$ cat config.mk
export PLATFORM = sky130hd
export DESIGN_NAME = rv_regfile
export DESIGN_NICKNAME = d
export VERILOG_FILES = /design/src/logic/rv_pkg.sv /design/src/logic/rv_regfile.sv
export SDC_FILE = /design/constraint.sdc
export NUM_CORES = 2
export LEC_CHECK = 0
export ABC_AREA = 0
export BUFFER_PORTS_ARGS = -buffer_cell sky130_fd_sc_hd__buf_4
export CAP_MARGIN = 25
export CORE_UTILIZATION = 50
export DETAILED_ROUTE_END_ITERATION = 10
export PLACE_DENSITY_LB_ADDON = 0.3
export SLEW_MARGIN = 20
export SYNTH_ARGS = -nofsm -noshare
export SYNTH_HDL_FRONTEND = slang
export SYNTH_SLANG_ARGS = --single-unit
$ cat constraint.sdc
create_clock -name clk_i -period 2.9 [get_ports clk_i]
set_clock_uncertainty 0.15 [all_clocks]
set_input_delay 0.435 -clock clk_i [delete_from_list [all_inputs] [get_ports clk_i]]
set_output_delay 0.435 -clock clk_i [all_outputs]
set_load 0.02 [all_outputs]
$ cat src/logic/rv_pkg.sv
`default_nettype none

package rv_pkg;

  localparam int XLEN     = 32;
  localparam int NUM_REGS = 32;

  // RV32I major opcodes accepted by the core
  typedef enum logic [6:0] {
    OPC_LOAD   = 7'b0000011,
    OPC_OP_IMM = 7'b0010011,
    OPC_AUIPC  = 7'b0010111,
    OPC_STORE  = 7'b0100011,
    OPC_OP     = 7'b0110011,
    OPC_LUI    = 7'b0110111,
    OPC_BRANCH = 7'b1100011,
    OPC_JALR   = 7'b1100111,
    OPC_JAL    = 7'b1101111
  } opcode_e;

  typedef enum logic [3:0] {
    ALU_ADD    = 4'd0,
    ALU_SUB    = 4'd1,
    ALU_SLL    = 4'd2,
    ALU_SLT    = 4'd3,
    ALU_SLTU   = 4'd4,
    ALU_XOR    = 4'd5,
    ALU_SRL    = 4'd6,
    ALU_SRA    = 4'd7,
    ALU_OR     = 4'd8,
    ALU_AND    = 4'd9,
    ALU_PASS_B = 4'd10
  } alu_op_e;

  // Matches funct3[1:0] of loads and stores
  typedef enum logic [1:0] {
    MEM_BYTE = 2'd0,
    MEM_HALF = 2'd1,
    MEM_WORD = 2'd2
  } mem_width_e;

  typedef enum logic [1:0] {
    WB_ALU = 2'd0,
    WB_MEM = 2'd1,
    WB_PC4 = 2'd2
  } wb_src_e;

  typedef enum logic [1:0] {
    A_RS1  = 2'd0,
    A_ZERO = 2'd1,
    A_PC   = 2'd2
  } alu_a_src_e;

endpackage

`default_nettype wire

$ cat src/logic/rv_regfile.sv
`default_nettype none

module rv_regfile import rv_pkg::*; (
  input  logic            clk_i,
  input  logic            rst_i,
  input  logic [4:0]      rs1_addr_i,
  input  logic [4:0]      rs2_addr_i,
  input  logic [4:0]      rd_addr_i,
  input  logic [XLEN-1:0] rd_data_i,
  input  logic            rd_we_i,
  output logic [XLEN-1:0] rs1_data_o,
  output logic [XLEN-1:0] rs2_data_o
);

  logic [XLEN-1:0] regs [NUM_REGS];

  always_ff @(posedge clk_i) begin
    if (rst_i) begin
      for (int i = 0; i < NUM_REGS; i++) begin
        regs[i] <= '0;
      end
    end else if (rd_we_i && rd_addr_i != 5'd0) begin
      regs[rd_addr_i] <= rd_data_i;
    end
  end

  // x0 reads as zero regardless of storage
  assign rs1_data_o = (rs1_addr_i == 5'd0) ? '0 : regs[rs1_addr_i];
  assign rs2_data_o = (rs2_addr_i == 5'd0) ? '0 : regs[rs2_addr_i];

  // No writeback from the core ever lands in x0
  a_x0_zero: assert property (@(posedge clk_i) disable iff (rst_i)
    regs[0] == '0)
    else $error("x0 holds a nonzero value");

endmodule

`default_nettype wire

# ---- After elaboration in Yosys (flattened, before gate mapping)
# Memory sizes are Yosys's and may differ from the RTL's.
# Cells that the tools add are included.
dict set report op_classes {
  mux 10
  reduce_logical 5
}
# op count
set op_table {}
lappend op_table {{$mux 32} 3}
lappend op_table {{$reduce_or 32->1} 1}
lappend op_table {{$logic_not 5->1} 2}
lappend op_table {{$mux 1} 6}
lappend op_table {{$mux 5} 1}
lappend op_table {{$reduce_bool 5->1} 1}
lappend op_table {{$logic_and 1x1->1} 1}
dict set report word_totals {
  ff_bits 0
  mem_bits_rw 1024
  input_bits 50
  output_inout_bits 64
  word_cells 16
  mem_count 1
}
# memory words width rd rd_ports_with_merged_regs write_ports line
set memory_table {}
lappend memory_table {regs 32 32 2 0 32 rv_regfile.sv:15} ;# logic [XLEN-1:0] regs [NUM_REGS];

# ---- Depth between registers and ports, before layout
dict set report logic_depth {
  depth_word 7
  ltp_mapped 9
  depth_no_buf 4
}

# ---- Least setup slack after synthesis
# OpenSTA, ideal clock, no wires.
dict set report synth_path {
  path_kind {input -> output}
  start {input rs2_addr_i[0]}
  end {output rs2_data_o[30]}
  arrival_ns 2.426
  t_required_ns 2.315
  setup_slack_ns -0.111
  stages 6
  n_path_buf 3
  cell_sequence {buf_2 buf_6 buf_4 mux4_2 mux2i_1 a2111oi_0}
}
dict set report synth_via {
  elab_chain_len 2
  word_cells_on_any_way 3
  classes_between {mux (1); reduce/logical (1); memory (1)}
}
# item line
set synth_lines {}
lappend synth_lines {{from (decl)} rv_regfile.sv:7} ;# input logic [4:0] rs2_addr_i,
lappend synth_lines {{$mem_v2 32x32 / $logic_not 5->1 (equally long branches)} --}
lappend synth_lines {{$mux 32 *} rv_regfile.sv:29} ;# assign rs2_data_o = (rs2_addr_i == 5'd0) ? '0 : regs[rs2_addr_i];
lappend synth_lines {{to (decl)} rv_regfile.sv:12} ;# output logic [XLEN-1:0] rs2_data_o
# Every way passes the cells marked *; elsewhere a longest branch is shown, timed or not.

==> metrics.md <==
| Metric | Value |
|---|---|
| Area leader, netlist | edfxtp_1 |
| Launching element type of the critical path | flip-flop |
| RSZ-0062 raised after global routing | yes |
| Max Cap Violations | 0 |
| Worst Path Max Fanout | 2 |
| Worst hold path endpoint | regs[2][30] |
| Crit Path Class | reg -> out |
| DRC | 0 |
| Max Freq | 308 MHz |
| Worst Hold Path Cells | 2 |
| PnR Total Power | 36.3 mW |
| Die extent in x | 331 um |
| Final wirelength | 181000 um |
| Dpl hpwl | 114000 um |
| Drt first-iter violations | 5062 |
| CP arrival | 2660 ps |
| Crit path capture type | primary output |
| Setup TNS | -12000 ps |
| Yosys warning total | 0 |
| DR vias | 35.9k |
| DIE AREA | 0.110 mm^2 |
| Internal | 27.1 mW |
| DRT antenna net count | 0 |
| Gpl congestion | 0.892 |
| Sequential-to-total area share from yosys stat | 56.7% |
| Largest registers | regs: 1024 flops |
| FILL cells | 7554 |
| Post-synthesis cell area | 0.0543 mm^2 |
| Total CTS buffers | 105 |
| CTS sink count | 1024 |
| Buf/Inv on CP | 2 |
| Hold Crit Class | in -> reg |
| Core Region | 0.107 mm^2 |
| Final worst slack | -346 ps |
| Top-area cell type share of the netlist area | 56.7% |
| Largest net degree at the start of global routing | 48 |
| Reg power frac | 48.4% |
| Synthesized flop and latch total | 1024 |
| Min Tclk post-route | 3250 ps |
| Slew @ Worst Pin | 895 ps |
| GR Util All Layers | 32.5% |
| Port Buffers | 113 |
| Sw frac | 25.3% |
| Maximum vdd drop | 0.524 mV |
| Rows | 120 |
| Syn_area_per_cell | 15.5 um^2 |
| Final hold slack | 138 ps |
| Unique masters post-synth | 42 |
| Die Ht | 331 um |
| Clk pwr share | 35.5% |
| Io pins | 114 |
| Drt first pass iters | 7 |
| Fin cells | 5335 |
| NetSw | 9.20 mW |
| Worst path slowest cell | mux4_2 |
| Delay-heaviest family, CP | multiplexers |
| Vias in the first global route | 35.4k |
| PD cells | 545 mW/mm^2 |
| First-pass GRT wire length | 254000 um |
| Slowest stage delay, CP | 590 ps |
| Slew Limit Fails | 0 |
| Cells after synthesis | 3502 |
| Worst-path clk slew | 70 ps |
| Initial antenna violation count | 8 |
| CTS tree | built |
| Hold path start | rd_data_i[30] |
| DP Area | 0.0597 mm^2 |
| Clock root buffer | clkbuf_16 |
| Share of the clock period used by the worst path | 112% |
| Post-layout net count | 3905 |
| Share of layout cells above drive strength 1 | 38.8% |
| Drt via density | 6.73 |
| GRT Residual Overflow | 0 |
| Initial Util | 50.5% |
| Max Root-Sink Buffers | 3 |
| Synth area leaders | edfxtp_1 57%, mux4_2 20%, and2_1 11% |
| Comb power frac | 16.1% |
| Violated checks | setup timing |
| Count of final setup violators | 62 |
| Routed WL per cell | 33.9 um |
| Status | finished with violations |
| CP Cell Sequence | mux4_2 -> mux4_2 -> o22ai_2 -> buf_6 -> nor3_4 -> buf_6 |
| Static Leak | 23.5 nW |
| Slew headroom | 40.3% |
| Critical Path RT | 2320 ps |
| Area growth, synth to finish | 22.7% |
| Placed Instances | 5074 |
| Max reg flops | 1024 |
| Most flops, register | regs |
| Final hold vios | 0 |
| Finished Cell Area | 0.0665 mm^2 |
| CTS H-tree lvls | 3 |
-- synth_stat cells, drive strengths merged --
| cell type | n |
|---|---|
| nand2b | 5 |
| nor4b | 3 |
| or3b | 4 |
| mux2 | 30 |
| inv | 2 |
| nand2 | 7 |
| nor3 | 54 |
| a22o | 51 |
| mux4 | 472 |
| or2 | 33 |
| nor2b | 14 |
| nand3b | 5 |
| nor2 | 36 |
| or3 | 2 |
| a221oi | 4 |
| a22oi | 16 |
| nor4 | 6 |
| and4b | 1 |
| a221o | 2 |
| edfxtp | 1024 |
| o21ai | 4 |
| and2 | 995 |
| buf | 116 |
| a2111oi | 55 |
| nand3 | 5 |
| mux2i | 150 |
| a21oi | 12 |
| o221ai | 1 |
| a32o | 4 |
| o22ai | 103 |
| clkbuf | 271 |
| conb | 1 |
| nand4bb | 2 |
| nand4b | 1 |
| or4b | 1 |
| and3 | 3 |
| a211oi | 7 |
-- stage by stage --
stage,util [%],setup WS (ps)
3_3_place_gp,55.6,-747
5_1_grt,62.0,-374
2_1_floorplan,-,40.4
3_5_place_dp,55.6,-750
6_report,62.0,-346
4_1_cts,61.1,-395
-- routing by layer --
metal / track usage (%) / part of all wire [%]
met3: 6.47 / 12
met4: 18.2 / 5.8
met2: 49.2 / 46
met5: 0 / 0.030
met1: 44.2 / 37
-- repair_timing --
action | CTS | global route
setup endpoints to repair | 64 | 64
cloned | 11 | 4
setup buffers | 36 | 51
hold buffers | 0 | 0
gates resized for setup | 377 | 91
pin swaps | 120 | 44
-- cells in the final DEF, fill, tap and decap left out, types with 23 or more instances in the layout --
cell          n
mux4_2      472
mux2_2       28
conb_1       32
a22o_1       24
edfxtp_1   1024
clkbuf_16   109
o22ai_1      73
mux2i_1     145
buf_12      110
a2111oi_4    44
or2_2        33
clkinv_1     23
buf_6        70
a22o_4       26
buf_4       392
nor3_4       39
and2_1      993
-- cell families after synthesis --
family / share of synthesized area, %
AO/OA/AOI/OAI: 3.65
buffers and inverters: 3.35
flip-flops: 56.7
multiplexers: 23.0
other: 0.00691
AND/OR/NAND/NOR: 13.3
-- power by group through the flow --
stage	clock network [mW]	registers (mW)	logic [mW]
after CTS	12.9	17.5	5.58
after floorplan	0	17.6	2.79
after global placement	0	17.8	4.85
after detailed placement	0	17.8	4.89
final	12.9	17.5	5.86
after global routing	13.5	17.6	6.02
-- layout make-up --
class	count	area [um^2]	share of cell area, %
inverter	2	11.3	0.0169
clock buffer	125	2700	4.06
antenna	4	10.0	0.0150
tap	1403	1760	2.64
multi-input combinational	2120	24200	36.3
clock inverter	55	443	0.666
sequential	1024	30700	46.2
timing repair buffer	602	6690	10.1
-- worst max path at each step --
stage	endpoint	slack [ps]	cells after the start	startpoint
floorplan	rs1_data_o[13]	40	7	rs1_addr_i[0]
global placement	rs2_data_o[19]	-750	10	rs2_addr_i[0]
detailed placement	rs2_data_o[19]	-750	10	rs2_addr_i[0]
CTS	rs1_data_o[10]	-400	6	regs[31][10]
global route	rs2_data_o[15]	-370	6	regs[26][15]
finish	rs1_data_o[10]	-350	6	regs[25][10]
No activity file was read; power rests on OpenSTA's default activity.
