<file path="src/logic/rv_pkg.sv">
`default_nettype none

package rv_pkg;

  localparam int XLEN     = 32;
  localparam int NUM_REGS = 32;

  // RV32I major opcodes accepted by the core
  typedef enum logic [6:0] {
    OPC_LOAD   = 7'b0000011,
    OPC_OP_IMM = 7'b0010011,
    OPC_AUIPC  = 7'b0010111,
    OPC_STORE  = 7'b0100011,
    OPC_OP     = 7'b0110011,
    OPC_LUI    = 7'b0110111,
    OPC_BRANCH = 7'b1100011,
    OPC_JALR   = 7'b1100111,
    OPC_JAL    = 7'b1101111
  } opcode_e;

  typedef enum logic [3:0] {
    ALU_ADD    = 4'd0,
    ALU_SUB    = 4'd1,
    ALU_SLL    = 4'd2,
    ALU_SLT    = 4'd3,
    ALU_SLTU   = 4'd4,
    ALU_XOR    = 4'd5,
    ALU_SRL    = 4'd6,
    ALU_SRA    = 4'd7,
    ALU_OR     = 4'd8,
    ALU_AND    = 4'd9,
    ALU_PASS_B = 4'd10
  } alu_op_e;

  // Matches funct3[1:0] of loads and stores
  typedef enum logic [1:0] {
    MEM_BYTE = 2'd0,
    MEM_HALF = 2'd1,
    MEM_WORD = 2'd2
  } mem_width_e;

  typedef enum logic [1:0] {
    WB_ALU = 2'd0,
    WB_MEM = 2'd1,
    WB_PC4 = 2'd2
  } wb_src_e;

  typedef enum logic [1:0] {
    A_RS1  = 2'd0,
    A_ZERO = 2'd1,
    A_PC   = 2'd2
  } alu_a_src_e;

endpackage

`default_nettype wire

</file>
<file path="src/logic/rv_branch.sv">
`default_nettype none

module rv_branch import rv_pkg::*; (
  input  logic [XLEN-1:0] rs1_i,
  input  logic [XLEN-1:0] rs2_i,
  input  logic [XLEN-1:0] pc_i,
  input  logic [XLEN-1:0] imm_i,
  input  logic [2:0]      funct3_i,
  output logic [XLEN-1:0] target_o,
  output logic            taken_o
);

  logic equal;
  logic lt_signed;
  logic lt_unsigned;

  assign equal       = rs1_i == rs2_i;
  assign lt_signed   = $signed(rs1_i) < $signed(rs2_i);
  assign lt_unsigned = rs1_i < rs2_i;

  // Shared by branches and JAL
  assign target_o = pc_i + imm_i;

  always_comb begin
    case (funct3_i)
      3'b000:  taken_o = equal;        // beq
      3'b001:  taken_o = ~equal;       // bne
      3'b100:  taken_o = lt_signed;
      3'b101:  taken_o = ~lt_signed;
      3'b110:  taken_o = lt_unsigned;
      3'b111:  taken_o = ~lt_unsigned;
      default: taken_o = 1'b0;         // Reserved encodings fall through
    endcase
  end

endmodule

`default_nettype wire

</file>
<file path="config.mk">
export PLATFORM = sky130hd
export DESIGN_NAME = rv_branch
export DESIGN_NICKNAME = d
export VERILOG_FILES = /design/src/logic/rv_pkg.sv /design/src/logic/rv_branch.sv
export SDC_FILE = /design/constraint.sdc
export NUM_CORES = 1
export LEC_CHECK = 0
export BUFFER_PORTS_ARGS = -buffer_cell sky130_fd_sc_hd__clkbuf_2
export CORE_MARGIN = 1
export CORE_UTILIZATION = 49
export DETAILED_ROUTE_END_ITERATION = 8
export MAX_ROUTING_LAYER = met4
export PLACE_DENSITY_LB_ADDON = 0.08
export SETUP_SLACK_MARGIN = 0.4
export SYNTH_ARGS = -nofsm -noshare
export SYNTH_HDL_FRONTEND = slang
export SYNTH_SLANG_ARGS = --single-unit
</file>
<file path="constraint.sdc">
create_clock -name vclk -period 4.9
set_clock_uncertainty 0.15 [all_clocks]
set_input_delay 0.245 -clock vclk [all_inputs]
set_output_delay 0.245 -clock vclk [all_outputs]
set_load 0.05 [all_outputs]
</file>
# Yosys cells after proc, flatten, opt, wreduce, memory -nomap -nowiden
# Index checks and enable logic that the tools add are counted.
# word_totals
register_bits,0
input_bits,131
out_inout_bits,33
wordCells,14
# classes
add_sub_neg,1
order_cmp,2
n_eq_ne,6
mux,1
n_bitwise,3
reduce_logical,1
# ops
operator,n
< comparator 32 bit,2
adder 32 bit,1
equality test 32 bit,1
equality test 3 bit (second input constant),4
one-hot mux 1 bit (6 select lines),1
equality test 3 x 1 -> 1 bit (second input constant),1
zero test 3 bit,1
NOT 1 bit,3

# Longest topological paths before layout
# Gate-level depths: netlist of the first run.
# logic_depth
depth_word,3
mapped_depth,11
depth_no_buf,11

# Worst setup path before layout of the first run
# OpenSTA, ideal clock, no wires.
# synth_timing
path_kind,input -> output
startpoint,in pc_i[0]
endpoint,out target_o[28]
t_arrival_ns,2.941
slack_ns,1.564
path_stages,11
cell_sequence,ha_1 > inv_1 > fa_1 > nor2b_1 > o211ai_1 > a21boi_1 > o21ai_1 > a2111o_1 > a31oi_1 > nor2_1 > xnor2_1
# synth_via
elab_chain_cells,1
# synth_lines
element,line,text
from (decl),rv_branch.sv:6,"input logic [XLEN-1:0] pc_i,"
adder 32 bit,rv_branch.sv:22,assign target_o = pc_i + imm_i;
to (decl),rv_branch.sv:9,"output logic [XLEN-1:0] target_o,"
# No other way between the ends.

# Worst setup path in the final report of the first run
# layout_timing
startpoint,in pc_i[0]
endpoint,out target_o[20]
# Same word-level chain as after synthesis.

==> impl_metrics.py, run 1 <==
metrics = {
    "worst_setup_path": {
        "max_stage_delay_ns": 0.39,
        "crit_slowest_cell": "fa_1",
        "crit_path_end": "target_o[20]",
        "path_common_cell": "clkbuf_2",
        "crit_required_ns": 4.51,
        "cp-start-kind": "primary input",
        "crit_arrival_ns": 3.01,
        "startpoint": "pc_i[0]",
        "cp_max_fo": 4,
        "crit_path_end_kind": "primary output",
        "crit_chain": "clkbuf_2 -> ha_1 -> inv_1 -> fa_1 -> nor2b_1 -> o211ai_1 -> a21boi_1 -> o21ai_1 -> a211o_1 -> a311oi_2 -> mux2_2 -> nand3_1 -> clkbuf_2",
        "worst-setup-path-type": "in -> out",
    },
    "place": {
        "dpl_cell_area_um2": 3410,
        "place_ws_ns": 1.55,
        "post-dp-hpwl_um": 6120,
        "routabilityCongestion": 0.826,
        "io_buffers": 164,
    },
    "timing": {
        "slew_headroom": 0.756,
        "grt_setup_unrepaired": "no",
        "min_period_ns": 3.40,
        "setup_viol": 0,
        "setup_ws_ns": 1.50,
        "setup_total_negative_slack_ns": 0,
        "fin_crit_sh": 0.694,
        "max_freq_ghz": 0.294,
        "finalHoldViolCount": 0,
        "drv_slew": 0,
        "worst_pin_slew_ns": 0.357,
    },
    "final_layout": {
        "nets": 697,
        "seq_cells": 0,
        "postLayoutCellArea_um2": 3410,
        "nFillCells": 454,
        "nClkBuffers": 0,
        "fin_util": 0.703,
        "ff_latch_area_um2": 0,
        "syn_to_final_growth_pct": 35.4,
        "drive_above_1_share": 0.358,
        "multi_input_area_um2": 2340,
        "diodes": 0,
    },
    "clock_tree": {
        "cts_setup_buffers": 0,
        "hold_buffers": 0,
        "cts.repair.resized": 0,
    },
    "run_status": {
        "status": "complete, no violations",
    },
    "worst_hold_path": {
        "hp-class": "in -> out",
        "whs_path_depth": 3,
    },
    "power": {
        "ir_worst_vdd_v": 0.000150,
        "leakage_nw": 1.95,
        "p_per_area_nw_per_um2": 180,
    },
    "yosys": {
        "syn_area_um2": 2520,
        "ys_top_cells_by_count": "ha_1, inv_1, a21oi_1",
        "synth.net_count": 534,
        "yosysMostFrequentCell": "ha_1",
        "synth_seq_area_share": 0,
        "yosysTopAreaCellShare": 0.313,
        "yosys_warnings": 0,
        "netlist_instances": 339,
        "synth_top_area_cell": "ha_1",
        "syn_area_per_cell_um2": 7.43,
        "synthTopCellsByArea": "ha_1, inv_1, xnor2_1",
        "synth_cell_types": 57,
    },
    "drt": {
        "drcViolationCount": 0,
        "num_vias": 3010,
        "first_iter_violations": 67,
        "postRouteAntennaNets": 0,
        "first_pass_iters": 4,
        "wl_per_cell_um": 11.8,
        "routed_wl_um": 6710,
        "vias_per_cell": 5.31,
    },
    "global_route": {
        "grt_pass1_wl_um": 10500,
        "grt_max_degree": 9,
        "grtUsageTotal": 0.237,
        "grt_pass1_vias": 2569,
        "antenna_found_initial": 0,
        "overflow": 0,
    },
    "floorplanning": {
        "rows": 25,
        "die_area_um2": 5430,
        "die_y_um": 73.7,
        "die_x_um": 73.7,
        "core_area_um2": 4850,
        "initial_core_util": 0.519,
        "ios": 164,
    },
    "run": {
        "max_cap_viol_count": 0,
    },
}
## metrics by stage
step / cells / hold slack, ns / power (mW)
floorplan: 339 / 0.639 / 0.460
global placement: 567 / 0.786 / 0.603
detailed placement: 567 / 0.786 / 0.613
CTS: 567 / 0.786 / 0.615
global route: 567 / 0.804 / 0.662
finish: 567 / 0.786 / 0.613
## worst max-delay path: cells and delay by family
family                     cells  cell delay, ns
buffers and inverters          3            0.40
adders and majority gates      2            0.54
and+or+nand+nor                2            0.25
muxes                          1            0.37
AOI/OAI and AO/OA              5            1.19
## cell families after synthesis
kind of cell | count (synthesis) | share of synthesized area
AND/OR/NAND/NOR | 88 | 0.174
multiplexers | 2 | 0.00844
AO/OA/AOI/OAI | 108 | 0.323
adder cells (fa/ha/maj) | 64 | 0.321
buffers and inverters | 48 | 0.0720
XOR/XNOR | 29 | 0.101
## placed cells by master, fill, tap and decap left out, drive strengths merged, types with 10 or more instances in the layout
| cell | instances |
|---|---|
| nand3 | 14 |
| clkbuf | 164 |
| nor2 | 20 |
| a21oi | 31 |
| nand2 | 19 |
| o21ai | 16 |
| xnor2 | 17 |
| inv | 45 |
| nand4 | 10 |
| ha | 63 |
| xor2 | 12 |
| a21o | 13 |
## power by group
group / internal (mW) / total, mW / switching (mW)
Combinational: 0.205 / 0.613 / 0.408
Clock: 0 / 0 / 0
Sequential: 0 / 0 / 0
Total: 0.205 / 0.613 / 0.408
## final cells by class
class	instances	share of cell area
multi-input cells	291	0.685
well taps	67	0.0246
repair buffers	164	0.241
inverters	45	0.0495
## metal layers
layer	part of all wire	vias to the layer above	global-route usage
met5	0	-	-
met4	0.0086	0	0.0150
met3	0.068	6	0.0219
met2	0.50	106	0.446
met1	0.42	1312	0.281
li1	-	1586	-
## how the worst min path moves through the flow
stage / startpoint / to / slack, ns
after floorplan: funct3_i[2] / taken_o / 0.64
after global placement: imm_i[0] / target_o[0] / 0.79
after detailed placement: imm_i[0] / target_o[0] / 0.79
after CTS: imm_i[0] / target_o[0] / 0.79
after global routing: imm_i[0] / target_o[0] / 0.80
final: imm_i[0] / target_o[0] / 0.79
(Power assumes the default switching activity.)
==> run 2: changes to the inputs <==
--- a/config.mk
+++ b/config.mk
@@ -7,7 +7,7 @@
 export LEC_CHECK = 0
 export BUFFER_PORTS_ARGS = -buffer_cell sky130_fd_sc_hd__clkbuf_2
 export CORE_MARGIN = 1
-export CORE_UTILIZATION = 49
+export CORE_UTILIZATION = 41
 export DETAILED_ROUTE_END_ITERATION = 8
 export MAX_ROUTING_LAYER = met4
 export PLACE_DENSITY_LB_ADDON = 0.08
==> constraint.sdc (replaced) <==
create_clock -name vclk -period 2.85
set_clock_uncertainty 0.15 [all_clocks]
set_input_delay 0.1425 -clock vclk [all_inputs]
set_output_delay 0.1425 -clock vclk [all_outputs]
set_load 0.05 [all_outputs]
==> run 2 against run 1 <==
  * Core utilization is 4.1 points higher
  * Wire length increased by 13%
  * First-iteration DRC count decreased by 18%
  * Highest routed layer unchanged
  * Hold slack worse by 0.27 ns
  * Sequential share of layout area is the same
  * Global-route usage down 2.2 points
  * Largest cell class unchanged
==> impl_metrics.py, run 2 (synthesis results as in run 1) <==
metrics = {
    "run_status": {
        "status": "complete, no violations",
    },
    "worst_setup_path": {
        "max_stage_delay_ns": 0.50,
        "crit_arrival_ns": 2.54,
        "crit_family": "compound AO/OA/AOI/OAI gates",
        "cp_max_fo": 4,
        "crit_chain": "buf_6 -> ha_4 -> inv_2 -> fa_2 -> nor2b_4 -> o211ai_1 -> a21boi_2 -> o21ai_2 -> a2111o_1 -> a31oi_4 -> o2111ai_2 -> o311a_4 -> clkbuf_16",
        "cp-start-kind": "primary input",
        "crit_required_ns": 2.56,
        "worst-setup-path-type": "in -> out",
        "crit_slowest_cell": "a2111o_1",
        "crit_path_end_kind": "primary output",
        "worst-path-buf-inv": 3,
    },
    "global_route": {
        "overflow": 0,
        "grt_pass1_wl_um": 11300,
        "grt_pass1_vias": 2934,
        "antenna_found_initial": 0,
        "grt_max_degree": 9,
        "grtUsageTotal": 0.215,
    },
    "timing": {
        "fin_crit_sh": 0.994,
        "max_freq_ghz": 0.353,
        "worst_pin_slew_ns": 0.481,
        "drv_slew": 0,
        "setup_total_negative_slack_ns": 0,
        "slew_headroom": 0.680,
        "finalHoldViolCount": 0,
        "setup_viol": 0,
        "min_period_ns": 2.83,
        "grt_setup_unrepaired": "yes",
    },
    "floorplanning": {
        "ios": 164,
        "core_area_um2": 5920,
        "die_y_um": 80.4,
        "die_area_um2": 6460,
        "initial_core_util": 0.425,
        "rows": 28,
        "die_x_um": 80.4,
    },
    "drt": {
        "postRouteAntennaNets": 0,
        "vias_per_cell": 5.18,
        "routed_wl_um": 7570,
        "wl_per_cell_um": 12.5,
        "drcViolationCount": 0,
        "num_vias": 3142,
        "first_pass_iters": 4,
        "first_iter_violations": 55,
    },
    "worst_hold_path": {
        "hp-class": "in -> out",
    },
    "final_layout": {
        "multi_input_area_um2": 2900,
        "nClkBuffers": 0,
        "nets": 729,
        "diodes": 0,
        "final_common_cell": "clkbuf_2",
        "syn_to_final_growth_pct": 75.0,
        "seq_cells": 0,
        "drive_above_1_share": 0.515,
        "fin_util": 0.745,
        "mostFrequentLayoutCells": "clkbuf_2, ha_1, inv_1",
        "nFillCells": 459,
        "ff_latch_area_um2": 0,
    },
    "run": {
        "max_cap_viol_count": 0,
    },
    "power": {
        "ir_worst_vdd_v": 0.000253,
        "p_per_area_nw_per_um2": 316,
        "leakage_nw": 2.28,
    },
    "place": {
        "routabilityCongestion": 0.830,
        "io_buffers": 164,
        "post-dp-hpwl_um": 6200,
    },
    "clock_tree": {
        "hold_buffers": 0,
    },
}
-- run 2: repair_timing --
item | 4_1_cts | 5_1_grt
endpoints found under the hold margin | 0 | 0
gates resized for setup | 45 | 53
pin swaps | 27 | 30
gates cloned | 0 | 0
endpoints found under the setup margin | 16 | 18
buffers inserted | 3 | 7
-- run 2: cell type report --
class | instances | share of cell area
multi-input cells | 291 | 0.657
inverters | 45 | 0.0383
repair buffers | 196 | 0.284
well taps | 75 | 0.0213
-- run 2: path summary, 6_finish.rpt --
check	slack, ns	to	startpoint	depth (start not counted)
min	0.51	taken_o	funct3_i[2]	3
max	0.02	target_o[30]	imm_i[0]	13
-- run 2: worst min-delay path, stage by stage --
cell and delay [ns]:
clkbuf_2 0.09, a21o_1 0.13, buf_8 0.15
-- run 2: stage by stage --
stage	power [mW]	worst slack (ns)	hold WS [ns]	area, um2	cells
after floorplan	0.889	0.152	0.330	2790	339
after global placement	1.21	-0.121	0.605	3910	597
after detailed placement	1.22	-0.115	0.607	3910	597
after CTS	1.31	0.0251	0.539	4130	600
after global routing	1.49	-0.0975	0.526	4410	607
final	1.39	0.0169	0.512	4410	607
-- run 2: metal layers --
metal / global-route usage / vias to the layer above / share of wire
li1: - / 1634 / -
met1: 0.241 / 1395 / 0.43
met2: 0.420 / 103 / 0.52
met3: 0.0182 / 10 / 0.047
met4: 0.0232 / 0 / 0.012
met5: - / - / 0
-- run 2: report_power, final --
part | switching (mW) | internal [mW] | total [mW]
logic | 0.810 | 0.585 | 1.39
registers | 0 | 0 | 0
clock network | 0 | 0 | 0
total | 0.810 | 0.585 | 1.39
==> run 3: changes to the inputs <==
--- a/config.mk
+++ b/config.mk
@@ -9,6 +9,7 @@
 export CORE_MARGIN = 1
 export CORE_UTILIZATION = 41
 export DETAILED_ROUTE_END_ITERATION = 8
+export GPL_TIMING_DRIVEN = 0
 export MAX_ROUTING_LAYER = met4
 export PLACE_DENSITY_LB_ADDON = 0.08
 export SETUP_SLACK_MARGIN = 0.4
==> run 3 against run 2 <==
  * Non-clock buffer count is 4 lower
  * First-iteration DRC count is 110% higher
  * Critical endpoint unchanged
  * Count of clock-buffer cells in the layout stayed put
  * Setup slack better by 0.022 ns
  * Power is 4.4% higher
  * Combinational power is 5% higher
  * Core utilization is 2.3 points higher
  * Sequential cell count stayed put
  * Wire length is 11% higher
  * Critical path depth stayed put
==> impl_metrics.py, run 3 (synthesis results as in run 1) <==
metrics = {
    "run_status": {
        "status": "complete, no violations",
    },
    "floorplanning": {
        "ios": 164,
        "die_x_um": 80.4,
        "core_area_um2": 5920,
        "rows": 28,
        "die_area_um2": 6460,
        "die_y_um": 80.4,
        "initial_core_util": 0.425,
    },
    "power": {
        "leakage_nw": 2.27,
        "p_per_area_nw_per_um2": 320,
        "ir_worst_vdd_v": 0.000282,
    },
    "global_route": {
        "grtUsageTotal": 0.236,
        "grt_max_degree": 9,
        "grt_pass1_wl_um": 12300,
        "overflow": 0,
        "antenna_found_initial": 0,
        "grt_pass1_vias": 3035,
    },
    "place": {
        "io_buffers": 164,
        "routabilityCongestion": 0.813,
        "place_ws_ns": -0.435,
        "post-dp-hpwl_um": 6090,
    },
    "drt": {
        "first_pass_iters": 5,
        "num_vias": 3240,
        "drcViolationCount": 0,
        "wl_per_cell_um": 14.0,
        "postRouteAntennaNets": 0,
        "vias_per_cell": 5.37,
        "first_iter_violations": 115,
        "routed_wl_um": 8420,
    },
    "timing": {
        "setup_viol": 0,
        "grt_setup_unrepaired": "yes",
        "slew_headroom": 0.680,
        "fin_crit_sh": 0.986,
        "holdWs_ns": 0.518,
        "min_period_ns": 2.81,
        "setup_ws_ns": 0.0389,
        "finalHoldViolCount": 0,
        "drv_slew": 0,
        "setup_total_negative_slack_ns": 0,
        "max_freq_ghz": 0.356,
        "worst_pin_slew_ns": 0.479,
    },
    "final_layout": {
        "drive_above_1_share": 0.525,
        "syn_to_final_growth_pct": 80.5,
        "nets": 725,
        "nClkBuffers": 0,
        "final_common_cell": "clkbuf_2",
        "ff_latch_area_um2": 0,
        "fin_util": 0.768,
        "nFillCells": 426,
        "seq_cells": 0,
        "diodes": 0,
        "mostFrequentLayoutCells": "clkbuf_2, inv_1, ha_1",
    },
    "clock_tree": {
        "hold_buffers": 0,
    },
    "worst_setup_path": {
        "crit_required_ns": 2.56,
        "cp-start-kind": "primary input",
        "crit_path_end_kind": "primary output",
        "cp_max_fo": 5,
        "crit_arrival_ns": 2.52,
        "worst-setup-path-type": "in -> out",
    },
    "run": {
        "max_cap_viol_count": 0,
    },
    "worst_hold_path": {
        "hp-class": "in -> out",
    },
}
[run 3: cell types whose count changed in the layout (fill, tap and decap cells not counted), sizes merged]
cell / previous run / this run
clkbuf: 149 / 152
buf: 47 / 40
[run 3: cell type report]
cell class	count	area, um2	share of cell area
repair buffers	189	1220	0.268
multi-input cells	291	3040	0.669
inverters	45	169	0.0371
plain buffers	3	22.5	0.00495
well taps	75	93.8	0.0206
[run 3: metrics by stage]
stage	instances	instance area, um2	power (mW)
floorplan	339	2790	0.889
global placement	578	3710	1.13
detailed placement	578	3710	1.15
CTS	594	4270	1.35
global route	603	4550	1.55
finish	603	4550	1.46
[run 3: layer usage]
metal / wire, um / global-route usage / share of wire / vias to the layer above
li1: - / - / - / 1628
met1: 3340 / 0.262 / 0.40 / 1473
met2: 4560 / 0.464 / 0.54 / 127
met3: 415 / 0.0182 / 0.049 / 12
met4: 116 / 0.0304 / 0.014 / 0
met5: 0 / - / 0 / -
[run 3: critical path, stage by stage]
cell       delay (ns)
buf_6            0.08
ha_4             0.13
inv_2            0.04
fa_2             0.35
nor2b_2          0.15
o211ai_1         0.11
a21boi_2         0.18
o21ai_2          0.11
a2111o_1         0.45
a31oi_4          0.28
o2111ai_2        0.16
o311a_4          0.18
clkbuf_16        0.17
[run 3: path summary, 6_finish.rpt]
path / startpoint / to / slack (ns) / cells past startpoint
max: imm_i[0] / target_o[30] / 0.04 / 13
min: funct3_i[2] / taken_o / 0.52 / 3
[run 3: power by group]
part | switching, mW | total [mW] | internal [mW]
registers | 0 | 0 | 0
clock network | 0 | 0 | 0
logic | 0.839 | 1.46 | 0.616
total | 0.839 | 1.46 | 0.616
[run 3: what timing repair did]
| item | in CTS | in global routing |
|---|---|---|
| buffers inserted | 16 | 9 |
| resized for setup | 80 | 47 |
| pin swaps | 41 | 34 |
| endpoints found under the setup margin | 18 | 17 |
