==> src/logic/rv_pkg.sv <==
`default_nettype none

package rv_pkg;

  localparam int XLEN     = 32;
  localparam int NUM_REGS = 32;

  // RV32I major opcodes accepted by the core
  typedef enum logic [6:0] {
    OPC_LOAD   = 7'b0000011,
    OPC_OP_IMM = 7'b0010011,
    OPC_AUIPC  = 7'b0010111,
    OPC_STORE  = 7'b0100011,
    OPC_OP     = 7'b0110011,
    OPC_LUI    = 7'b0110111,
    OPC_BRANCH = 7'b1100011,
    OPC_JALR   = 7'b1100111,
    OPC_JAL    = 7'b1101111
  } opcode_e;

  typedef enum logic [3:0] {
    ALU_ADD    = 4'd0,
    ALU_SUB    = 4'd1,
    ALU_SLL    = 4'd2,
    ALU_SLT    = 4'd3,
    ALU_SLTU   = 4'd4,
    ALU_XOR    = 4'd5,
    ALU_SRL    = 4'd6,
    ALU_SRA    = 4'd7,
    ALU_OR     = 4'd8,
    ALU_AND    = 4'd9,
    ALU_PASS_B = 4'd10
  } alu_op_e;

  // Matches funct3[1:0] of loads and stores
  typedef enum logic [1:0] {
    MEM_BYTE = 2'd0,
    MEM_HALF = 2'd1,
    MEM_WORD = 2'd2
  } mem_width_e;

  typedef enum logic [1:0] {
    WB_ALU = 2'd0,
    WB_MEM = 2'd1,
    WB_PC4 = 2'd2
  } wb_src_e;

  typedef enum logic [1:0] {
    A_RS1  = 2'd0,
    A_ZERO = 2'd1,
    A_PC   = 2'd2
  } alu_a_src_e;

endpackage

`default_nettype wire

==> src/logic/rv_decoder.sv <==
`default_nettype none

module rv_decoder import rv_pkg::*; (
  input  logic [XLEN-1:0] instr_i,
  output alu_op_e         alu_op_o,
  output alu_a_src_e      alu_a_src_o,
  output logic            alu_b_imm_o,
  output logic            reg_write_o,
  output logic            mem_write_o,
  output mem_width_e      mem_width_o,
  output logic            mem_sign_o,
  output wb_src_e         wb_src_o,
  output logic            is_branch_o,
  output logic            is_jal_o,
  output logic            is_jalr_o,
  output logic            illegal_o,
  output logic [XLEN-1:0] imm_o
);

  logic [2:0]      funct3;
  logic            funct7_b5;
  logic [XLEN-1:0] imm_i_type;
  logic [XLEN-1:0] imm_s_type;
  logic [XLEN-1:0] imm_b_type;
  logic [XLEN-1:0] imm_u_type;
  logic [XLEN-1:0] imm_j_type;

  assign funct3    = instr_i[14:12];
  assign funct7_b5 = instr_i[30];

  assign imm_i_type = {{20{instr_i[31]}}, instr_i[31:20]};
  assign imm_s_type = {{20{instr_i[31]}}, instr_i[31:25], instr_i[11:7]};
  assign imm_b_type = {{19{instr_i[31]}}, instr_i[31], instr_i[7], instr_i[30:25],
                       instr_i[11:8], 1'b0};
  assign imm_u_type = {instr_i[31:12], 12'b0};
  assign imm_j_type = {{11{instr_i[31]}}, instr_i[31], instr_i[19:12], instr_i[20],
                       instr_i[30:21], 1'b0};

  // SUB only exists in the register form, SRA/SRAI in both
  function automatic alu_op_e arith_op(input logic [2:0] f3, input logic alt,
                                       input logic allow_sub);
    case (f3)
      3'b000:  return (alt && allow_sub) ? ALU_SUB : ALU_ADD;
      3'b001:  return ALU_SLL;
      3'b010:  return ALU_SLT;
      3'b011:  return ALU_SLTU;
      3'b100:  return ALU_XOR;
      3'b101:  return alt ? ALU_SRA : ALU_SRL;
      3'b110:  return ALU_OR;
      default: return ALU_AND;
    endcase
  endfunction

  always_comb begin
    alu_op_o    = ALU_ADD;
    alu_a_src_o = A_RS1;
    alu_b_imm_o = 1'b1;
    reg_write_o = 1'b0;
    mem_write_o = 1'b0;
    mem_width_o = MEM_WORD;
    mem_sign_o  = ~funct3[2];
    wb_src_o    = WB_ALU;
    is_branch_o = 1'b0;
    is_jal_o    = 1'b0;
    is_jalr_o   = 1'b0;
    illegal_o   = 1'b0;
    imm_o       = imm_i_type;

    case (funct3[1:0])
      2'b00:   mem_width_o = MEM_BYTE;
      2'b01:   mem_width_o = MEM_HALF;
      default: mem_width_o = MEM_WORD;
    endcase

    case (instr_i[6:0])
      OPC_OP: begin
        alu_op_o    = arith_op(funct3, funct7_b5, 1'b1);
        alu_b_imm_o = 1'b0;
        reg_write_o = 1'b1;
      end
      OPC_OP_IMM: begin
        alu_op_o    = arith_op(funct3, funct7_b5, 1'b0);
        reg_write_o = 1'b1;
      end
      OPC_LOAD: begin
        reg_write_o = 1'b1;
        wb_src_o    = WB_MEM;
      end
      OPC_STORE: begin
        mem_write_o = 1'b1;
        imm_o       = imm_s_type;
      end
      OPC_BRANCH: begin
        is_branch_o = 1'b1;
        imm_o       = imm_b_type;
      end
      OPC_JAL: begin
        is_jal_o    = 1'b1;
        reg_write_o = 1'b1;
        wb_src_o    = WB_PC4;
        imm_o       = imm_j_type;
      end
      OPC_JALR: begin // Target comes out of the ALU
        is_jalr_o   = 1'b1;
        reg_write_o = 1'b1;
        wb_src_o    = WB_PC4;
      end
      OPC_LUI: begin
        alu_op_o    = ALU_PASS_B;
        alu_a_src_o = A_ZERO;
        reg_write_o = 1'b1;
        imm_o       = imm_u_type;
      end
      OPC_AUIPC: begin
        alu_a_src_o = A_PC;
        reg_write_o = 1'b1;
        imm_o       = imm_u_type;
      end
      default: illegal_o = 1'b1;
    endcase
  end

endmodule

`default_nettype wire

==> config.mk <==
export PLATFORM = sky130hd
export DESIGN_NAME = rv_decoder
export DESIGN_NICKNAME = d
export VERILOG_FILES = /design/src/logic/rv_pkg.sv /design/src/logic/rv_decoder.sv
export SDC_FILE = /design/constraint.sdc
export NUM_CORES = 1
export LEC_CHECK = 0
export BUFFER_PORTS_ARGS = -buffer_cell sky130_fd_sc_hd__buf_2
export CORE_MARGIN = 5
export CORE_UTILIZATION = 33
export DETAILED_ROUTE_END_ITERATION = 8
export GPL_ROUTABILITY_DRIVEN = 1
export PLACE_DENSITY = 0.86
export SETUP_SLACK_MARGIN = 0.2
export SYNTH_ARGS = -nofsm -noshare
export SYNTH_HDL_FRONTEND = slang
export SYNTH_SLANG_ARGS = --single-unit
==> constraint.sdc <==
create_clock -name vclk -period 1.64
set_input_delay 0.328 -clock vclk [all_inputs]
set_output_delay 0.328 -clock vclk [all_outputs]
set_load 0.02 [all_outputs]
==> results.md, run 1 <==
- Run status: aborted with a tool error
- Last stage reached: clock tree synthesis (4_1_cts)
- Error message: [ERROR DPL-0038] Utilization greater than 100%, impossible to legalize
- Buffers added on ports: 82
- Unique masters post-synth: 28
- Most frequently used cell type in the post-synthesis netlist: a21o_1
- Gp weighted congestion: 0.876
- Total nets after synthesis: 120
- Number of cell rows: 15
- Area share of the largest cell type after synthesis: 23.9%
- Cell type with the highest aggregate area in the netlist: a21o_1
- Chip Width: 52.5 µm
- Cell types with the highest counts after synthesis: a21o_1, nor2b_1, nor2_1
- Yosys warns: 0
- Initial Util: 34.6%
- Mapped Area: 597 µm²
- Number of gates resized after CTS: 116
- Post-Synthesis Cells: 88
- Sequential area share after synthesis: 0%
- Placed cell count: a little over 200
- Largest cells by area after synthesis: a21o_1, nor2b_1, a22o_1
- Per-instance average area after synthesis: 6.78 µm²
- Die height: about 53 µm
- I/O pins: slightly above 80
- Post-CTS setup-driven buffer insertion count: 13
- Placement Cell Area: 1380 µm²
- Cts-stage hold buffer count: 0
- Placed wire-length estimate after detailed placement: 2700 µm
[cells by family after synthesis]
logic type             Yosys count  synth area share (%)
and+or+nand+nor                 42                  46.7
AOI/OAI and AO/OA               35                  42.8
buffers and inverters           11                  10.5
[through the flow]
step	setup TNS [ns]	setup WS, ns
after floorplan	0	0.00549
after global placement	-11.39	-0.419
after detailed placement	-13.81	-0.521
==> run 2: changes to the inputs <==
--- a/config.mk
+++ b/config.mk
@@ -6,12 +6,11 @@
 export NUM_CORES = 1
 export LEC_CHECK = 0
 export BUFFER_PORTS_ARGS = -buffer_cell sky130_fd_sc_hd__buf_2
-export CORE_MARGIN = 5
-export CORE_UTILIZATION = 33
+export CORE_AREA = 5 5 66 68
 export DETAILED_ROUTE_END_ITERATION = 8
+export DIE_AREA = 0 0 71 73
 export GPL_ROUTABILITY_DRIVEN = 1
-export PLACE_DENSITY = 0.86
-export SETUP_SLACK_MARGIN = 0.2
+export PLACE_DENSITY_LB_ADDON = 0.15
 export SYNTH_ARGS = -nofsm -noshare
 export SYNTH_HDL_FRONTEND = slang
 export SYNTH_SLANG_ARGS = --single-unit
==> run 2 against run 1 <==
The flow now finishes, with violations (negative setup slack). Synthesized cell count unchanged. Area after synthesis unchanged.
==> results.md, run 2 <==
- Run status: finished with violations (was aborted with a tool error)
- Violated checks: negative setup slack
- Switching Share: 51.1%
- Cell type group with the largest total delay on the critical path: simple AND/OR/NAND/NOR gates
- Wire length of the first global-routing pass: 4730 µm
- Area added between synthesis and finish: 153%
- Worst Setup Start Kind: input pin
- Switching power of the nets: 0.186 mW
- Wire length per cell: 13.2 µm
- FFs & Latches: 0
- Count of final setup violators: 32
- Antenna diode count: 0
- Number of cell rows: 23 (was 15)
- Sequential area share after synthesis: 0% (unchanged)
- Pin count of the biggest net entering global routing: 12
- Most common library cell in the layout ignoring fill and taps: buf_2
- # clk buffers: 0
- PnR worst setup slack: -0.131 ns
- Cell types with the highest counts after synthesis: a21o_1, nor2b_1, nor2_1 (unchanged)
- Area share of the largest cell type after synthesis: 23.9% (unchanged)
- Chip Width: 71 µm (was 52.5 µm)
- GRT Total Usage: 10.7%
- Via count of the first global-routing pass: 1002
- Final Power: 0.365 mW
- Sequential Power Share: 0%
- Cell type with the highest aggregate area in the netlist: a21o_1 (unchanged)
- Number of hold violations in the final report: 0
- Path length in cells of the critical path: 6
- Die Area: between 5000 and 6000 µm²
- First-pass iteration count of the detailed router: 4
- CORE AREA: about 3800 µm²
- Combined flip-flop and latch cell area: 0 µm²
- Vias per cell: 4.34
- Fraction of power consumed by combinational cells: 100.0%
- Maximum resistive drop on vdd: 0.0000717 V
- Most frequently used cell type in the post-synthesis netlist: a21o_1 (unchanged)
- Worst path bufs/invs: 2
- Largest cells by area after synthesis: a21o_1, nor2b_1, a22o_1 (unchanged)
- Most frequent cells in the layout: buf_2, buf_6, buf_4
- Mapped Area: 597 µm² (unchanged)
- Placed wire-length estimate after detailed placement: 2500 µm (was 2700 µm)
- Tightest Pin Transition: roughly 0.37 ns
- Worst endpoint required time: 1.31 ns
- Yosys warns: 0 (unchanged)
- Cell occurring most often along the worst timing path: buf_6
- Post-route design area: ~1500 µm²
- Number of vias in the routed layout: 1037
- Worst hold path class: in2out
- Worst slack after detailed placement: -0.318 ns (was -0.521 ns)
- Slowest library cell on the worst path: nor3b_4
- Reported leakage power: between 0.8 and 0.9 nW
- Initial Util: 15.7% (was 34.6%)
- I/O pins: 82 (unchanged)
- Launch point of the worst path: instr_i[3]
- Die height: 73 µm (was 52.5 µm)
- Total nets after synthesis: 120 (unchanged)
- Critical Setup Path Class: in2out
- Per-instance average area after synthesis: 6.78 µm² (unchanged)
- Data arrival at the endpoint of the critical path: approximately 1.4 ns
- Remaining antenna violation count after routing: 0
- Antenna violations before repair: 0
- Period minus WS final: 1.77 ns
- Gp weighted congestion: 0.793 (was 0.876)
- Clock network fraction of design power: 0%
- Final global-route overflow total: 0
- Pint: 0.178 mW
- Final net count: 223
- Power density of the placed cells: 241 nW/µm²
- CP Capture Point: imm_o[4]
- Post-Synthesis Cells: 88 (unchanged)
- Number of maximum-capacitance constraint violations: 0
- Period Utilization, post-route: 108%
- Highest attainable clock frequency: about 0.56 GHz
- Chain of cells forming the critical path: buf_6, nand4bb_4, nor3b_4, nor2_2, a22o_1, buf_6
- Delay of the slowest critical-path stage: 0.33 ns
- Core Util, Final: around two fifths
- Max-slew headroom at the worst pin: 75.4%
- Detailed Route Iter0 Violations: 8
- Post-route DRC: 0
- Buffers added on ports: 82 (unchanged)
- Final count of pins violating max slew: 0
- Placement Cell Area: 1200 µm² (was 1380 µm²)
- Worst Path Max Fanout: 5
- CP Capture Type: output pin
- Layout cells sized above 1: 68.8%
- Wire length reported by the detailed router: roughly 3100 µm
- RSZ-0062 raised after global routing: true
- Unique masters post-synth: 28 (unchanged)
-- run 2: cell counts after synthesis --
No cell type changed its count.
-- run 2: stage by stage --
step                      TNS [ns]  cells  hold WS, ns
after floorplan             -0.442     88        0.727
after global placement       -7.05    234        0.968
after detailed placement     -7.66    234        0.974
after CTS                    -3.06    239        0.960
after global routing         -4.85    239        0.971
final                        -2.59    239        0.957
-- run 2: worst min-delay path by stage --
stage               cells past startpoint   startpoint              to  slack (ns)
floorplan                               1  instr_i[12]     alu_op_o[0]        0.73
global placement                        2  instr_i[13]  mem_width_o[1]        0.97
detailed placement                      2  instr_i[13]  mem_width_o[1]        0.97
CTS                                     3  instr_i[16]       imm_o[16]        0.96
global route                            3  instr_i[15]       imm_o[15]        0.97
finish                                  3  instr_i[15]       imm_o[15]        0.96
-- run 2: cells by family after synthesis --
| kind of cell | after synthesis | share of synthesized area [%] |
|---|---|---|
| AND/OR/NAND/NOR | 42 | 46.7 |
| AO/OA/AOI/OAI | 35 | 42.8 |
| buffers and inverters | 11 | 10.5 |
-- run 2: final cells by class --
cell class | count | area [µm²]
Fill cell | 411 | 2290
Inverter | 3 | 11.3
Multi-Input combinational cell | 77 | 638
Tap cell | 50 | 62.6
Timing Repair Buffer | 109 | 801
-- run 2: repair_timing --
item / in CTS / in global routing
cloned: 0 / 0
endpoints found under the hold margin: 0 / 0
pin swaps: 6 / 4
gates resized for setup: 54 / 23
hold buffers: 0 / 0
setup buffers: 6 / 0
endpoints found under the setup margin: 35 / 41
-- run 2: per-layer routing --
metal  track usage (%)  vias up  routed length (µm)
met2              21.0       48                1690
li1                  -      524                   -
met1              11.9      461                1150
met5                 0        -                   0
met4              1.04        0                  18
met3              2.75        4                 296
-- run 2: power groups by stage --
stage / sequential, mW / combinational [mW] / clock, mW
after global routing: 0 / 0.390 / 0
after CTS: 0 / 0.355 / 0
final: 0 / 0.365 / 0
after floorplan: 0 / 0.160 / 0
after global placement: 0 / 0.300 / 0
after detailed placement: 0 / 0.302 / 0
Note: power is estimated with default switching activity, not from simulation.
==> run 3: changes to the inputs <==
--- a/config.mk
+++ b/config.mk
@@ -10,7 +10,7 @@
 export DETAILED_ROUTE_END_ITERATION = 8
 export DIE_AREA = 0 0 71 73
 export GPL_ROUTABILITY_DRIVEN = 1
-export PLACE_DENSITY_LB_ADDON = 0.15
+export PLACE_DENSITY = 0.52
 export SYNTH_ARGS = -nofsm -noshare
 export SYNTH_HDL_FRONTEND = slang
 export SYNTH_SLANG_ARGS = --single-unit
==> run 3 against run 2 <==
The flow still finishes with violations (negative setup slack). Hold slack got worse by 0.0081 ns. Worst setup slack worse by 0.013 ns. Fmax shrank 0.71%. Cell count up 3.3%. Critical path depth grew 1. Power up 13%. Combinational power is 13% higher. Cell area increased by 15%. Critical path type unchanged. Critical endpoint is now imm_o[3]. Largest cell class unchanged.
==> results.md, run 3 (synthesis gave the netlist of run 2 again) <==
- Fraction of power consumed by combinational cells: 100.0% (about the same)
- PnR worst setup slack: -0.144 ns (was -0.131 ns)
- Path length in cells of the critical path: 7 (was 6)
- Number of vias in the routed layout: 1102 (was 1037)
- Max-slew headroom at the worst pin: 76.0% (was 75.4%)
- Die Area: 5180 µm² (unchanged)
- CORE AREA: 3800 µm² (unchanged)
- Maximum resistive drop on vdd: 0.000124 V (was 0.0000717 V)
- Period Utilization, post-route: 109% (was 108%)
- Slowest library cell on the worst path: nor3b_4 (unchanged)
- # clk buffers: 0 (unchanged)
- Layout cells sized above 1: 73.6% (was 68.8%)
- Area added between synthesis and finish: 192% (was 153%)
- Switching Share: 48.5% (was 51.1%)
- Worst endpoint required time: 1.31 ns (about the same)
- Cell occurring most often along the worst timing path: buf_6 (unchanged)
- Violated checks: negative setup slack (unchanged)
- Critical Setup Path Class: in2out (unchanged)
- Post-route DRC: 0 (unchanged)
- Highest attainable clock frequency: 0.560 GHz (was 0.565 GHz)
- Power density of the placed cells: 237 nW/µm² (was 241 nW/µm²)
- Most common library cell in the layout ignoring fill and taps: buf_6 (was buf_2)
- Post-route design area: 1740 µm² (was 1510 µm²)
- Chip Width: 71 µm (unchanged)
- Placement Cell Area: 1210 µm² (was 1200 µm²)
- Delay of the slowest critical-path stage: 0.27 ns (was 0.33 ns)
- GRT Total Usage: 11.9% (was 10.7%)
- Final global-route overflow total: 0 (unchanged)
- Total area of multi-input combinational cells: 696 µm² (was 638 µm²)
- Antenna violations before repair: 0 (unchanged)
- Number of cell rows: 23 (unchanged)
- Initial Util: 15.7% (unchanged)
- Reported leakage power: 0.925 nW (was 0.844 nW)
- Total negative slack for setup checks: -2.17 ns (was -2.59 ns)
- Wire length reported by the detailed router: 3390 µm (was 3150 µm)
- Remaining antenna violation count after routing: 0 (unchanged)
- CP Capture Type: output pin (unchanged)
- Data arrival at the endpoint of the critical path: 1.46 ns (was 1.44 ns)
- Pin count of the biggest net entering global routing: 17 (was 12)
- Final Power: 0.412 mW (was 0.365 mW)
- Hold Path Cell Cnt: 3 (unchanged)
- Tightest Pin Transition: 0.358 ns (was 0.366 ns)
- Cell type group with the largest total delay on the critical path: simple AND/OR/NAND/NOR gates (unchanged)
- Vias per cell: 4.46 (was 4.34)
- Worst path bufs/invs: 3 (was 2)
- Final count of pins violating max slew: 0 (unchanged)
- Number of maximum-capacitance constraint violations: 0 (unchanged)
- Gp weighted congestion: 0.749 (was 0.793)
- Chain of cells forming the critical path: buf_6, nand4bb_4, nor3b_4, buf_12, nor2_4, a22o_1, buf_6 (was buf_6, nand4bb_4, nor3b_4, nor2_2, a22o_1, buf_6)
- Number of hold violations in the final report: 0 (unchanged)
- Worst Setup Start Kind: input pin (unchanged)
- Count of final setup violators: 32 (unchanged)
- RSZ-0062 raised after global routing: true (unchanged)
- Switching power of the nets: 0.200 mW (was 0.186 mW)
- Wire length per cell: 13.7 µm (was 13.2 µm)
- Global Route met2 Usage: 22.8% (was 21.0%)
- I/O pins: 82 (unchanged)
- Worst Path Max Fanout: 5 (unchanged)
- Antenna diode count: 0 (unchanged)
- Met3 Track Usage GR: 1.52% (was 2.75%)
- Die height: 73 µm (unchanged)
- Worst slack after detailed placement: -0.337 ns (was -0.318 ns)
- Minimum hold slack: 0.949 ns (was 0.957 ns)
- Most frequent cells in the layout: buf_6, buf_2, buf_4 (was buf_2, buf_6, buf_4)
- Buffers added on ports: 82 (unchanged)
- Filler cell count in the final layout: 397 (was 411)
- Via count of the first global-routing pass: 1123 (was 1002)
- FFs & Latches: 0 (unchanged)
- Detailed Route Iter0 Violations: 12 (was 8)
- Period minus WS final: 1.78 ns (was 1.77 ns)
- Run status: finished with violations (unchanged)
- First-pass iteration count of the detailed router: 4 (unchanged)
- Combined flip-flop and latch cell area: 0 µm² (unchanged)
- Cts-stage hold buffer count: 0 (unchanged)
- Most congested layer reported by global routing: met2 (unchanged)
- Pint: 0.212 mW (was 0.178 mW)
- Wire length of the first global-routing pass: 5260 µm (was 4730 µm)
- Worst hold path class: in2out (unchanged)
- Placed wire-length estimate after detailed placement: 2370 µm (was 2500 µm)
- Clock network fraction of design power: 0% (about the same)
- Sequential Power Share: 0% (about the same)
- Final net count: 231 (was 223)
- Met1 track demand over resource in global routing: 15.0% (was 11.9%)
## run 3: stage by stage
stage                     std cells  util (%)
after floorplan                  88         -
after global placement          234      31.9
after detailed placement        234      31.9
after CTS                       246      43.3
after global routing            247      45.8
final                           247      45.8
## run 3: worst paths after layout
path | startpoint | end | slack [ns]
setup / recovery | instr_i[3] | imm_o[3] | -0.14
hold / removal | instr_i[18] | imm_o[18] | 0.95
## run 3: power by group through the flow
stage	clock network [mW]	logic (mW)	registers, mW
final	0	0.412	0
after global routing	0	0.441	0
after CTS	0	0.386	0
after detailed placement	0	0.302	0
after global placement	0	0.303	0
after floorplan	0	0.160	0
## run 3: cell type report
cell class	count	share of cell area (%)
Timing Repair Buffer	115	55.8
Tap cell	50	3.59
Multi-Input combinational cell	79	40.0
Inverter	3	0.647
## run 3: routing by layer
| metal | share of wire (%) | wire length [µm] | vias to the layer above |
|---|---|---|---|
| met5 | 0 | 0 | - |
| met4 | 0.41 | 14 | 0 |
| met3 | 9.7 | 327 | 2 |
| met2 | 51 | 1730 | 63 |
| met1 | 39 | 1320 | 495 |
| li1 | - | - | 542 |
## run 3: what timing repair did
item                                    CTS  global route
endpoints found under the setup margin   32            38
resized for setup                        95            30
buffers inserted                         14             3
gates cloned                              2             1
pin swaps                                18            12
==> run 4: changes to the inputs <==
==> constraint.sdc (replaced) <==
create_clock -name vclk -period 1.7
set_input_delay 0.34 -clock vclk [all_inputs]
set_output_delay 0.34 -clock vclk [all_outputs]
set_load 0.02 [all_outputs]
==> run 4 against run 3 <==
Highest routed layer unchanged. Utilization grew 1.4 points. Hold slack gained 0.028 ns. Sequential share of layout area is the same. Cell count is the same. Largest cell class unchanged. Cell area grew 3.1%. Global-route usage grew 0.23 points. Critical endpoint is now imm_o[1]. Via count grew 1.4%. First-iteration DRC count is the same. The run still ends with negative setup slack left. Wire length grew 11%. Critical path depth grew 1.
==> results.md, run 4 (synthesis gave the netlist of run 2 again) <==
- Run status: finished with violations (unchanged)
- Violated checks: negative setup slack (unchanged)
- Minimum hold slack: 0.977 ns (was 0.949 ns)
- Pin count of the biggest net entering global routing: 12 (was 17)
- Area added between synthesis and finish: 201% (was 192%)
- # clk buffers: 0 (unchanged)
- Filler cell count in the final layout: 378 (was 397)
- Clock network fraction of design power: 0% (about the same)
- Cts-stage hold buffer count: 0 (unchanged)
- Capture endpoint of the worst hold path: imm_o[19] (was imm_o[18])
- Cell occurring most often along the worst timing path: buf_6 (unchanged)
- Number of vias in the routed layout: 1117 (was 1102)
- Met3 Track Usage GR: 2.62% (was 1.52%)
- Buffers added on ports: 82 (unchanged)
- Die height: 73 µm (unchanged)
- Post-route DRC: 0 (unchanged)
- Final global-route overflow total: 0 (unchanged)
- Slowest library cell on the worst path: nand4b_1 (was nor3b_4)
- PnR worst setup slack: -0.146 ns (was -0.144 ns)
- Chain of cells forming the critical path: buf_6, nand4b_1, nor2_4, buf_6, buf_8, nor2_4, a22o_1, buf_6 (was buf_6, nand4bb_4, nor3b_4, buf_12, nor2_4, a22o_1, buf_6)
- Most common library cell in the layout ignoring fill and taps: buf_6 (unchanged)
- Worst slack after detailed placement: -0.294 ns (was -0.337 ns)
- Core Util, Final: 47.2% (was 45.8%)
- Gp weighted congestion: 0.749 (about the same)
- Total negative slack for setup checks: -3.30 ns (was -2.17 ns)
- Delay of the slowest critical-path stage: 0.26 ns (was 0.27 ns)
- Reported leakage power: 0.948 nW (was 0.925 nW)
- CP Capture Type: output pin (unchanged)
- Fraction of power consumed by combinational cells: 100.0% (about the same)
- Period minus WS final: 1.85 ns
- Worst Setup Start Kind: input pin (unchanged)
- Count of final setup violators: 34 (was 32)
- Post-route design area: 1790 µm² (was 1740 µm²)
- Final net count: 231 (unchanged)
- GRT Total Usage: 12.1% (was 11.9%)
- Worst endpoint required time: 1.36 ns (was 1.31 ns)
- Layout cells sized above 1: 72.6% (was 73.6%)
- Die Area: 5180 µm² (unchanged)
- Wire length reported by the detailed router: 3750 µm (was 3390 µm)
- Power density of the placed cells: 226 nW/µm² (was 237 nW/µm²)
- CORE AREA: 3800 µm² (unchanged)
- Sequential Power Share: 0% (about the same)
- Worst hold path class: in2out (unchanged)
- Number of hold violations in the final report: 0 (unchanged)
- Detailed Route Iter0 Violations: 12 (unchanged)
- Pint: 0.209 mW (was 0.212 mW)
- Period Utilization, post-route: 109%
- Hold path startpoint: instr_i[19] (was instr_i[18])
- RSZ-0062 raised after global routing: true (unchanged)
- I/O pins: 82 (unchanged)
- Initial Util: 15.7% (unchanged)
- Wire length of the first global-routing pass: 5310 µm (was 5260 µm)
- Remaining antenna violation count after routing: 0 (unchanged)
- Maximum resistive drop on vdd: 0.0000889 V (was 0.000124 V)
- Placed wire-length estimate after detailed placement: 2320 µm (was 2370 µm)
- Most congested layer reported by global routing: met2 (unchanged)
- Wire length per cell: 15.2 µm (was 13.7 µm)
- Via count of the first global-routing pass: 1128 (was 1123)
- Met1 track demand over resource in global routing: 13.8% (was 15.0%)
- Final count of pins violating max slew: 0 (unchanged)
- Max-slew headroom at the worst pin: 75.1% (was 76.0%)
- Highest attainable clock frequency: 0.542 GHz
- Data arrival at the endpoint of the critical path: 1.51 ns (was 1.46 ns)
- Antenna violations before repair: 0 (unchanged)
- Number of maximum-capacitance constraint violations: 0 (unchanged)
- Switching Share: 48.5% (about the same)
- Vias per cell: 4.52 (was 4.46)
- Placement Cell Area: 1200 µm² (was 1210 µm²)
- Antenna diode count: 0 (unchanged)
- First-pass iteration count of the detailed router: 4 (unchanged)
- Switching power of the nets: 0.197 mW (was 0.200 mW)
- Hold Path Cell Cnt: 3 (unchanged)
- Tightest Pin Transition: 0.372 ns (was 0.358 ns)
- FFs & Latches: 0 (unchanged)
- Worst Path Max Fanout: 5 (unchanged)
- Critical Setup Path Class: in2out (unchanged)
- Number of cell rows: 23 (unchanged)
- Global Route met2 Usage: 24.3% (was 22.8%)
- Most frequent cells in the layout: buf_6, buf_2, buf_4 (unchanged)
- Combined flip-flop and latch cell area: 0 µm² (unchanged)
- Chip Width: 71 µm (unchanged)
run 4: cell count changes in the layout (fill, tap and decap cells not counted), moves of 2 or more:
cell	delta
buf_6	-2
clkbuf_16	+2
nor2_1	+3
nor2_4	-3
nor2b_1	-3
nor2b_4	+2
o21ai_2	-2
run 4: worst max-delay path by stage:
stage / startpoint / end / slack, ns
after floorplan: instr_i[5] / imm_o[0] / -0.07
after global placement: instr_i[3] / imm_o[14] / -0.26
after detailed placement: instr_i[2] / imm_o[20] / -0.29
after CTS: instr_i[3] / imm_o[2] / -0.11
after global routing: instr_i[3] / imm_o[2] / -0.20
final: instr_i[3] / imm_o[1] / -0.15
run 4: layout make-up:
class,count,area (µm²),share of cell area [%]
repair buffers,115,1010,56.5
multi-input cells,79,707,39.4
well taps,50,62.6,3.49
inverters,3,11.3,0.628
run 4: power groups by stage:
stage	registers, mW	clock network, mW	logic [mW]
final	0	0	0.406
after global routing	0	0	0.433
after CTS	0	0	0.346
after detailed placement	0	0	0.289
after global placement	0	0	0.289
after floorplan	0	0	0.154
run 4: critical path: cells and delay by family:
family,cells,cell delay (ns)
compound gates,1,0.19
buf+inv,4,0.49
simple gates,3,0.48
run 4: stage by stage:
stage               power, mW  cells
global route            0.433    247
floorplan               0.154     88
global placement        0.289    232
CTS                     0.346    241
detailed placement      0.289    232
finish                  0.406    247
run 4: layer usage:
| metal | wire length (µm) | vias to the layer above |
|---|---|---|
| li1 | - | 542 |
| met1 | 1320 | 505 |
| met2 | 2020 | 66 |
| met3 | 372 | 4 |
| met4 | 42 | 0 |
| met5 | 0 | - |
run 4: what timing repair did:
| item | CTS | global route |
|---|---|---|
| setup endpoints to repair | 31 | 44 |
| pin swaps | 17 | 15 |
| setup buffers | 8 | 7 |
| gates cloned | 2 | 3 |
| resized for setup | 64 | 58 |
